--- src/verilog/regBusPkg.sv ---
// Chipset register bridge shared definitions.
// CPU request, decoded register command and chipset strobe bundle,
// plus the register window and sequencer state constants.

package regBusPkg;

    ////////////////////////////////////////////////////////////////////////
    // Register window.
    ////////////////////////////////////////////////////////////////////////
    localparam int DATA_W       = 16;               // CPU and chipset word.
    localparam int REG_WIN_BITS = 9;                // A8..A0 inside the window.
    localparam logic [23-REG_WIN_BITS:0] REG_BASE = 15'h6FF8;  // A23..A9 of 0xDFF000.

    // Register cycle states, one per CLK40 step of the chipset cycle.
    localparam logic [2:0] SEQ_IDLE   = 3'd0;     // Wait for req and 68k state 2.
    localparam logic [2:0] SEQ_REGEN  = 3'd1;     // Open register enable.
    localparam logic [2:0] SEQ_WAIT4  = 3'd2;     // Wait for state 4 and DMA grant.
    localparam logic [2:0] SEQ_LATCH  = 3'd3;
    localparam logic [2:0] SEQ_HOLD   = 3'd4;
    localparam logic [2:0] SEQ_SETTLE = 3'd5;     // Read data settling.
    localparam logic [2:0] SEQ_RTACK  = 3'd6;     // Read acknowledge.
    localparam logic [2:0] SEQ_WAIT7  = 3'd7;     // Wait for state 7, then close.

    ////////////////////////////////////////////////////////////////////////
    // Bus bundles.
    ////////////////////////////////////////////////////////////////////////
    typedef struct packed {
        logic [23:0]       addr;     // Byte address.
        logic              rnw;      // High for reads.
        logic              uds;      // Upper byte lane, D15..D8.
        logic              lds;      // Lower byte lane, D7..D0.
        logic [DATA_W-1:0] wdata;
    } cpuReq_t;

    typedef struct packed {
        logic [7:0] regNum;          // Word offset, A8..A1.
        logic       write;
        logic       uds;
        logic       lds;
    } regCmd_t;

    // Strobes toward the chipset and the data path. All active-low ones idle high.
    typedef struct packed {
        logic asN;
        logic regenN;
        logic udsN;
        logic ldsN;
        logic latchReg;              // Write data onto the chipset bus.
        logic regCpuCycle;           // CPU owns the register bus.
    } chipBus_t;

endpackage

--- src/verilog/regAddrDecode.sv ---
// Register window decode.
// Catches CPU transfer starts aimed at the chipset registers and hands
// them to the cycle sequencer over a four-phase req/ack pair.

`timescale 1ns/1ps

module regAddrDecode
    import regBusPkg::*;
(
    input  logic    CLK40,
    input  logic    RESETn,
    input  logic    tsN,
    input  cpuReq_t cpuReq,
    output logic    req,
    input  logic    ack,
    output regCmd_t regCmd
);

    logic hit;
    logic pend;                                      // Hit seen while ack still high.

    // Transfer start inside 0xDFF000..0xDFF1FF.
    assign hit = !tsN && (cpuReq.addr[23:REG_WIN_BITS] == REG_BASE);

    // Command capture. Only while idle so the sequencer sees a stable word.
    always_ff @(posedge CLK40) begin
        if (hit && !req) begin
            regCmd.regNum <= cpuReq.addr[8:1];
            regCmd.write  <= !cpuReq.rnw;
            regCmd.uds    <= cpuReq.uds;
            regCmd.lds    <= cpuReq.lds;
        end
    end

    // Handshake, decode side.
    always_ff @(posedge CLK40) begin
        if (!RESETn) begin
            req  <= 1'b0;
            pend <= 1'b0;
        end else begin
            if (req) begin
                if (ack) req <= 1'b0;                // Sequencer has it. Drop req.
            end else if ((hit || pend) && !ack) begin
                req  <= 1'b1;                        // Previous ack gone. Go.
                pend <= 1'b0;
            end else if (hit) begin
                pend <= 1'b1;                        // Hold until ack falls.
            end
        end
    end

    // A new start must not land on a pending request.
    assert property (@(posedge CLK40) disable iff (!RESETn)
        hit |-> !req)
        else $error("Transfer start while req was still high.");

endmodule

--- src/verilog/regCycleSequencer.sv ---
// Chipset register cycle state machine.
// Aligns one register access to the c1/c3 phase clocks, waits out DMA,
// orders the address and data strobes and returns tack to the CPU.
// Writes ack at state 4, reads four clocks later.

`timescale 1ns/1ps

module regCycleSequencer
    import regBusPkg::*;
(
    input  logic       CLK40,
    input  logic       RESETn,
    input  logic       req,
    output logic       ack,
    input  regCmd_t    regCmd,
    input  logic       c1,
    input  logic       c3,
    input  logic       dbrN,
    output chipBus_t   chipBus,
    output logic [8:1] regAddr,
    output logic       tack
);

    logic [1:0] c1Sync;
    logic [1:0] c3Sync;
    logic [1:0] dbrSync;
    logic [2:0] state;
    regCmd_t    cmdQ;                                // Command of the running cycle.
    logic       phase2;
    logic       phase4;
    logic       phase7;
    logic       dmaFree;
    logic       start;

    ////////////////////////////////////////////////////////////////////////////
    // Phase clock and DMA grant synchronizers.
    ////////////////////////////////////////////////////////////////////////////
    always_ff @(posedge CLK40) begin
        if (!RESETn) begin
            c1Sync  <= 2'b00;
            c3Sync  <= 2'b00;
            dbrSync <= 2'b00;
        end else begin
            c1Sync  <= {c1Sync[0], c1};
            c3Sync  <= {c3Sync[0], c3};
            dbrSync <= {dbrSync[0], dbrN};
        end
    end

    assign phase2  = !c1Sync[1] &&  c3Sync[1];        // 68k state 2.
    assign phase4  =  c1Sync[1] && !c3Sync[1];        // 68k state 4.
    assign phase7  = !c1Sync[1] && !c3Sync[1];        // 68k state 7.
    assign dmaFree =  dbrSync[1];                     // Low while DMA owns the bus.
    assign start   = req && !ack && phase2;

    assign regAddr = cmdQ.regNum;

    // Hold the command for the whole cycle. Decode drops req early.
    always_ff @(posedge CLK40) begin
        if (state == SEQ_IDLE && start) cmdQ <= regCmd;
    end

    ////////////////////////////////////////////////////////////////////////////
    // Register cycle.
    ////////////////////////////////////////////////////////////////////////////
    always_ff @(posedge CLK40) begin
        if (!RESETn) begin
            state   <= SEQ_IDLE;
            ack     <= 1'b0;
            tack    <= 1'b0;
            chipBus <= '{asN: 1'b1, regenN: 1'b1, udsN: 1'b1, ldsN: 1'b1,
                         latchReg: 1'b0, regCpuCycle: 1'b0};
        end else begin
            if (ack && !req) ack <= 1'b0;            // Req gone. Close handshake.

            case (state)
                SEQ_IDLE: begin
                    if (start) begin
                        chipBus.asN  <= 1'b0;
                        chipBus.udsN <= !(!regCmd.write && regCmd.uds);  // Reads only.
                        chipBus.ldsN <= !(!regCmd.write && regCmd.lds);
                        ack          <= 1'b1;
                        state        <= SEQ_REGEN;
                    end
                end
                SEQ_REGEN: begin
                    chipBus.regenN <= 1'b0;
                    state          <= SEQ_WAIT4;
                end
                SEQ_WAIT4: begin
                    // Write data strobes follow state 4.
                    if (phase4 && cmdQ.uds) chipBus.udsN <= 1'b0;
                    if (phase4 && cmdQ.lds) chipBus.ldsN <= 1'b0;
                    if (phase4 && dmaFree) begin
                        chipBus.regCpuCycle <= 1'b1;
                        tack                <= cmdQ.write;   // Write ack here.
                        state               <= SEQ_LATCH;
                    end
                end
                SEQ_LATCH: begin
                    chipBus.latchReg <= cmdQ.write;
                    tack             <= 1'b0;
                    state            <= SEQ_HOLD;
                end
                SEQ_HOLD: begin
                    chipBus.regCpuCycle <= !cmdQ.write;      // Reads keep the bus.
                    state               <= SEQ_SETTLE;
                end
                SEQ_SETTLE: begin
                    state <= SEQ_RTACK;
                end
                SEQ_RTACK: begin
                    tack  <= !cmdQ.write;                    // Read ack, data is stable.
                    state <= SEQ_WAIT7;
                end
                SEQ_WAIT7: begin
                    tack <= 1'b0;
                    if (phase7) begin
                        chipBus <= '{asN: 1'b1, regenN: 1'b1, udsN: 1'b1, ldsN: 1'b1,
                                     latchReg: 1'b0, regCpuCycle: 1'b0};
                        state   <= SEQ_IDLE;
                    end
                end
            endcase
        end
    end

    // One acknowledge per cycle, one clock wide.
    assert property (@(posedge CLK40) disable iff (!RESETn) tack |=> !tack)
        else $error("tack held longer than one cycle.");

    // Register enable only inside an address strobe.
    assert property (@(posedge CLK40) disable iff (!RESETn)
        !chipBus.regenN |-> !chipBus.asN)
        else $error("regenN low without asN.");

endmodule

--- src/verilog/regDataPath.sv ---
// Register bridge data path.
// Write data held toward the chipset for the cycle. Read data passed to
// the CPU in the read tack cycle with unselected byte lanes forced to zero.

`timescale 1ns/1ps

module regDataPath
    import regBusPkg::*;
(
    input  logic              CLK40,
    input  logic              RESETn,
    input  logic              tsN,
    input  cpuReq_t           cpuReq,
    input  chipBus_t          chipBus,
    input  logic              tack,
    input  logic [DATA_W-1:0] chipRData,
    output logic [DATA_W-1:0] chipWData,
    output logic              chipDataOe,
    output logic [DATA_W-1:0] cpuRData
);

    logic [DATA_W-1:0] wdataQ;
    logic              rnwQ;                         // Transfer direction at tsN.
    logic              udsQ;
    logic              ldsQ;
    logic [DATA_W-1:0] laneMask;
    logic [DATA_W-1:0] rdataQ;                       // Last read word.
    logic              rdTack;                       // Read acknowledge cycle.

    // Write word, taken with the transfer start.
    always_ff @(posedge CLK40) begin
        if (!tsN) wdataQ <= cpuReq.wdata;
    end

    // Lanes and direction for the read capture.
    always_ff @(posedge CLK40) begin
        if (!RESETn) begin
            rnwQ <= 1'b0;
            udsQ <= 1'b0;
            ldsQ <= 1'b0;
        end else if (!tsN) begin
            rnwQ <= cpuReq.rnw;
            udsQ <= cpuReq.uds;
            ldsQ <= cpuReq.lds;
        end
    end

    assign laneMask   = {{(DATA_W/2){udsQ}}, {(DATA_W/2){ldsQ}}};
    assign chipWData  = wdataQ;
    assign chipDataOe = chipBus.latchReg;            // Drive only in the latch window.
    assign rdTack     = tack && rnwQ && chipBus.regCpuCycle;

    // Read capture. Held until the next read tack.
    always_ff @(posedge CLK40) begin
        if (rdTack) begin
            rdataQ <= chipRData & laneMask;
        end
    end

    // Word straight through in the tack cycle, held copy afterwards.
    assign cpuRData = rdTack ? (chipRData & laneMask) : rdataQ;

endmodule

--- src/verilog/regBridgeTop.sv ---
// Chipset register bridge top level.
// Decode, cycle sequencer and data path between the CPU bus and the
// custom chip register bus.

`timescale 1ns/1ps

module regBridgeTop
    import regBusPkg::*;
(
    input  logic              CLK40,
    input  logic              RESETn,
    input  logic              tsN,
    input  cpuReq_t           cpuReq,
    output logic              tack,
    output logic [DATA_W-1:0] cpuRData,
    input  logic              c1,
    input  logic              c3,
    input  logic              dbrN,
    output chipBus_t          chipBus,
    output logic [8:1]        regAddr,
    output logic [DATA_W-1:0] chipWData,
    output logic              chipDataOe,
    input  logic [DATA_W-1:0] chipRData
);

    logic    req;                                    // Decode to sequencer handshake.
    logic    ack;
    regCmd_t regCmd;

    regAddrDecode uDecode (
        .CLK40 (CLK40), .RESETn (RESETn), .tsN (tsN), .cpuReq (cpuReq),
        .req (req), .ack (ack), .regCmd (regCmd)
    );

    regCycleSequencer uSeq (
        .CLK40 (CLK40), .RESETn (RESETn), .req (req), .ack (ack), .regCmd (regCmd),
        .c1 (c1), .c3 (c3), .dbrN (dbrN), .chipBus (chipBus), .regAddr (regAddr),
        .tack (tack)
    );

    regDataPath uData (
        .CLK40 (CLK40), .RESETn (RESETn), .tsN (tsN), .cpuReq (cpuReq),
        .chipBus (chipBus), .tack (tack), .chipRData (chipRData),
        .chipWData (chipWData), .chipDataOe (chipDataOe), .cpuRData (cpuRData)
    );

endmodule

--- config.mk ---
export PLATFORM = sky130hd
export DESIGN_NAME = regBridgeTop
export DESIGN_NICKNAME = d
export VERILOG_FILES = /design/src/verilog/regBusPkg.sv /design/src/verilog/regAddrDecode.sv /design/src/verilog/regCycleSequencer.sv /design/src/verilog/regDataPath.sv /design/src/verilog/regBridgeTop.sv
export SDC_FILE = /design/constraint.sdc
export NUM_CORES = 1
export LEC_CHECK = 0
export BUFFER_PORTS_ARGS = -buffer_cell sky130_fd_sc_hd__buf_2
export CORE_MARGIN = 2
export CORE_UTILIZATION = 48
export DETAILED_ROUTE_END_ITERATION = 6
export PLACE_DENSITY = 0.86
export REMOVE_ABC_BUFFERS = 1
export SYNTH_ARGS = -nofsm -noshare
export SYNTH_HDL_FRONTEND = slang
export SYNTH_SLANG_ARGS = --single-unit
--- constraint.sdc ---
create_clock -name CLK40 -period 2 [get_ports CLK40]
set_clock_uncertainty 0.05 [all_clocks]
set_input_delay 0 -clock CLK40 [delete_from_list [all_inputs] [get_ports CLK40]]
set_output_delay 0 -clock CLK40 [all_outputs]
set_load 0.02 [all_outputs]
## After elaboration in Yosys (flattened, before gate mapping)

Cells that the tools add are included.
W data, S select, Z words.

| storage, ports and cells | value |
|---|---|
| register bits | 76 |
| logic and storage cells | 114 |
| output and inout bits | 48 |
| input bits | 65 |

| cells by class | value |
|---|---|
| equality and inequality tests | 13 |
| bitwise gates (word level) | 2 |
| reductions and logical operators | 46 |
| multiplexer cells | 26 |

Operators by type and width:

| kind | count |
|---|---|
| $pmux W3 S8 | 1 |
| $logic_and A1 B1 Y1 | 17 |
| $and A16 B16 Y16 | 1 |
| $mux W16 | 1 |
| $eq A15 B15 Y1 const B | 1 |
| $mux W1 | 13 |
| $eq A3 B3 Y1 const B | 4 |
| $logic_not A1 Y1 | 10 |
| $ne A2 B1 Y1 const B | 5 |
| $mux W3 | 3 |
| $reduce_and A3 Y1 | 3 |
| $reduce_bool A3 Y1 | 3 |
| $reduce_and A2 Y1 | 4 |
| $reduce_and A4 Y1 | 2 |
| $reduce_bool A2 Y1 | 4 |
| $eq A3 B2 Y1 const B | 2 |
| $mux W6 | 1 |
| $pmux W1 S2 | 3 |
| $pmux W1 S3 | 2 |
| $pmux W2 S3 | 1 |
| $eq A3 B1 Y1 const B | 1 |
| $logic_not A3 Y1 | 1 |
| $mux W2 | 1 |
| $reduce_or A2 Y1 | 1 |
| 2 further kinds | 2 |

## Longest topological paths before layout

| depth | value |
|---|---|
| depth in word-level cells | 6 |
| gate-level depth with buffers | 6 |

## Modules after synthesis

From an unflattened synthesis, not the netlist that was laid out.

| unflattened totals | value |
|---|---|
| cell total of the unflattened synthesis | 224 |
| area total of the unflattened synthesis | 2851.5 sq um |

Modules (own cells, without submodules):

| module | instances | sequential area each (sq um) | cells an instance | area an instance (sq um) |
|---|---|---|---|---|
| regDataPath | 1 | 860.8 | 96 | 1246.2 |
| regCycleSequencer | 1 | 670.6 | 102 | 1139.8 |
| regAddrDecode | 1 | 370.4 | 26 | 465.4 |

## Worst setup path after synthesis

No wires, ideal clock.

| path | value |
|---|---|
| path kind | in2reg |
| from | in cpuReq[29] (netlist bit) |
| to | reg uDecode.regCmd[0] (netlist name) |
| buffers on the path | 0 |
| setup time | 0.332 ns |
| required time | 1.618 ns |
| arrival | 1.254 ns |
| stages on the path | 3 |
| slack | 0.363 ns |
| path through | or4b_1 or4_4 nor2_4 |

| between the ends | value |
|---|---|
| cells in the longest elaborated chain, start to end | 3 |

Ends and longest elaborated chain:

| what | RTL line | source |
|---|---|---|
| start: declaration | regBridgeTop.sv:13 | `input cpuReq_t cpuReq,` |
| $eq A15 B15 Y1 | regAddrDecode.sv:23 | `assign hit = !tsN && (cpuReq.addr[23:REG_WIN_BITS] == REG_BASE);` |
| $logic_and A1 B1 Y1 | regAddrDecode.sv:23 |  |
| $logic_and A1 B1 Y1 | regAddrDecode.sv:27 | `if (hit && !req) begin` |

No other way between the ends.
A chain may end at the register's enable or synchronous reset.

## Worst setup path after layout

| path | value |
|---|---|
| from | in tsN |
| to | reg uDecode.regCmd[0] (netlist name) |

| between the ends | value |
|---|---|
| cells in the longest elaborated chain, start to end | 3 |

Ends and longest elaborated chain:

| what | RTL line | source |
|---|---|---|
| start: declaration | regBridgeTop.sv:12 | `input logic tsN,` |
| $logic_not A1 Y1 | n/a |  |
| $logic_and A1 B1 Y1 | regAddrDecode.sv:23 |  |
| $logic_and A1 B1 Y1 | regAddrDecode.sv:27 |  |

No other way between the ends.

==> results.cfg <==
[flow_run]
cap_violations = 0

[detailed_routing]
dr.pass1.iters = 5
avgViaCountPerCell = 4.97
wire_per_inst_um = 14.5
vias = 2339
drc = 0
ant_nets = 0
drt_iter0_drc = 149
wl_mm = 6.83

[critical_path]
rrSetupSlack_ns = 0.26
cp_max_fo = 12
endpoint_kind = flip-flop
timing.rr.start = uSeq.state[0]
reg2reg_depth = 5
r2r-end = uSeq.regAddr[4]
startpoint_type = input pin
path_class = input pin to flip-flop
arrival_ns = 1.79
cp_data_required_time_ns = 1.96

[layout]
n_antenna_cell = 0
drive_above_1_share_pct = 32.8
final_nets = 464
final_area_um2 = 4140
utilization_pct = 73.8
register_area_um2 = 1900
fillers = 389
instances_no_fill = 471
area_delta_synth_final_pct = 45.9
multi_input_area_um2 = 802

[grt]
grt-ovfl-total = 0
antenna_found_initial = 0
grt_pass1_vias = 2363
grt_use_total_pct = 22.2
grt_pass1_wl_mm = 10.8
grt_max_degree = 33

[synth]
yosysTopAreaCellShare_pct = 40.2
synth-seq-cells = 76
synth_cells = 237
synth_top_cell_by_area = edfxtp_1
avgSynthCellArea_um2 = 12.0
synth_edf_count = 38
synth.area.top_cells = edfxtp_1 (40%), dfxtp_1 (27%), nand2_1 (5.3%)
ys_seq_area_share_pct = 67.1
yosys_warnings = 0
yosysUniqueCellTypes = 35
ys.flop_type = edfxtp_1
async_flop_share_pct = 0
netlist_area_um2 = 2840

[min_path]
min_to = uDecode.req
min_path_cells = 4
min-delay-start = cpuReq[28]
hp-class = input pin to flip-flop

[sta]
setup_viol = 0
max_freq_mhz = 548
final.setup.worst_slack_ns = 0.174
hold_viol_final = 0
fin_tns_setup_ns = 0
rsz0062_at_grt = no
min_period_ns = 1.83
slew_viol_final = 0
fin_crit_sh_pct = 91.3
worstMarginPinSlew_ns = 0.562
whs_ns = 0.0529
slew_headroom_pct = 62.5

[placed_design]
place_ws_ns = 0.150
dp_hpwl_mm = 4.29
dpl.cell_count = 404
placed_area_um2 = 3390
gp_congestion = 0.865
portBuffers = 111

[clock_tree]
numClockSinks = 76
cts_buffer_depth = 2
cts_inserted_buffers = 9
postCtsSetupRepairBufs = 0
cts_tree = done
postCtsHoldBufs = 51
cts_resized = 0
clockRootBuffer = clkbuf_8
htree_levels = 3
clk_pin_slew_ns = 0.07
insertion_delay_ns = 0.34

[power_and_ir_drop]
seqPwrFrac_pct = 50.2
switching_share_pct = 21.4
powerDensity_nw_per_um2 = 823
p_sw_mw = 0.729
total_power_mw = 3.41
p_int_mw = 2.68
power.share.combinational_pct = 9.6
vdd_drop_max_uv = 470
power_frac_clock_pct = 40.2
p_leak_nw = 1.83

[floorplanning]
io_pins = 113
core_area_um2 = 5610
die_x_um = 80.9
rows = 27
die_h_um = 80.9
die-area_um2 = 6540
start_util_pct = 50.6

[run_status]
status = completed
synthesized netlist by cell type, drive strengths merged, types with 2 or more instances:
cell / count
edfxtp: 38
nand4b: 2
a41oi: 3
nor2b: 2
nand4bb: 2
nand2: 40
clkbuf: 8
a21oi: 8
buf: 9
nand3: 4
a21o: 3
nand2b: 4
and2: 6
or3b: 2
a211oi: 3
mux2i: 5
dfxtp: 38
nor2: 10
o21ai: 25
inv: 9
ha: 5
flip-flops by register name, indices dropped and copies added, names as in the netlist, 3 cells and up:
name             cells
uSeq.state           3
uSeq.cmdQ            3
uDecode.regCmd      11
uSeq.chipBus         6
uSeq.regAddr         8
uData.chipWData     16
uData.rdataQ        16
critical path: stages:
cell,delay (ns)
dlygate4sd3_1,0.54
buf_2,0.18
nand4b_1,0.19
or4_4,0.57
nor2_4,0.29
final cells by class:
| class | instances | area share [%] |
|---|---|---|
| clock inverter | 7 | 2.72 |
| multi-input combinational | 135 | 19.4 |
| clock buffer | 9 | 2.99 |
| tap | 72 | 2.18 |
| sequential | 76 | 46.0 |
| inverter | 9 | 0.816 |
| timing repair buffer | 163 | 25.9 |
worst max path at each step:
stage | start | endpoint
floorplan | uSeq.chipBus[0] | uData.rdataQ[0]
global placement | cpuReq[29] | uDecode.regCmd[5]
detailed placement | cpuReq[29] | uDecode.regCmd[9]
CTS | tsN | uDecode.regCmd[0]
global route | uSeq.state[0] | uSeq.chipBus[3]
finish | tsN | uDecode.regCmd[0]
metal layers:
layer | routed length (µm) | global-route usage, % | vias up
li1 | - | - | 1139
met1 | 2640 | 25.5 | 1066
met2 | 3480 | 38.8 | 122
met3 | 593 | 5.56 | 12
met4 | 114 | 10.8 | 0
met5 | 0 | 0 | -
logic make-up after synthesis:
kind of cell | Yosys count | share of synthesized area [%]
simple gates | 76 | 13.5
flops | 76 | 67.1
compound gates | 49 | 10.9
buf+inv | 26 | 4.63
mux | 5 | 1.77
fa+ha+maj | 5 | 2.21
power groups by stage:
stage	logic (mW)	clock network (mW)	registers [mW]
floorplan	0.0795	0	1.78
detailed placement	0.241	0	1.75
CTS	0.320	1.39	1.71
global route	0.355	1.45	1.72
finish	0.326	1.37	1.71
global placement	0.233	0	1.74
cell usage in the layout (no fill, tap or decap), drive strengths merged, types with 2 or more instances in the layout:
cell type	count
a21oi	8
mux2i	5
dfxtp	38
a211oi	3
nor2b	2
bufinv	3
nand2b	4
clkinv	3
nand3	4
or3b	2
buf	112
o21ai	25
nor2	10
nand4b	2
nand2	40
inv	10
clkbuf	9
ha	5
dlygate4sd3	51
nand4bb	2
a41oi	3
and2	6
edfxtp	38
a21o	3
(Power assumes the default switching activity.)
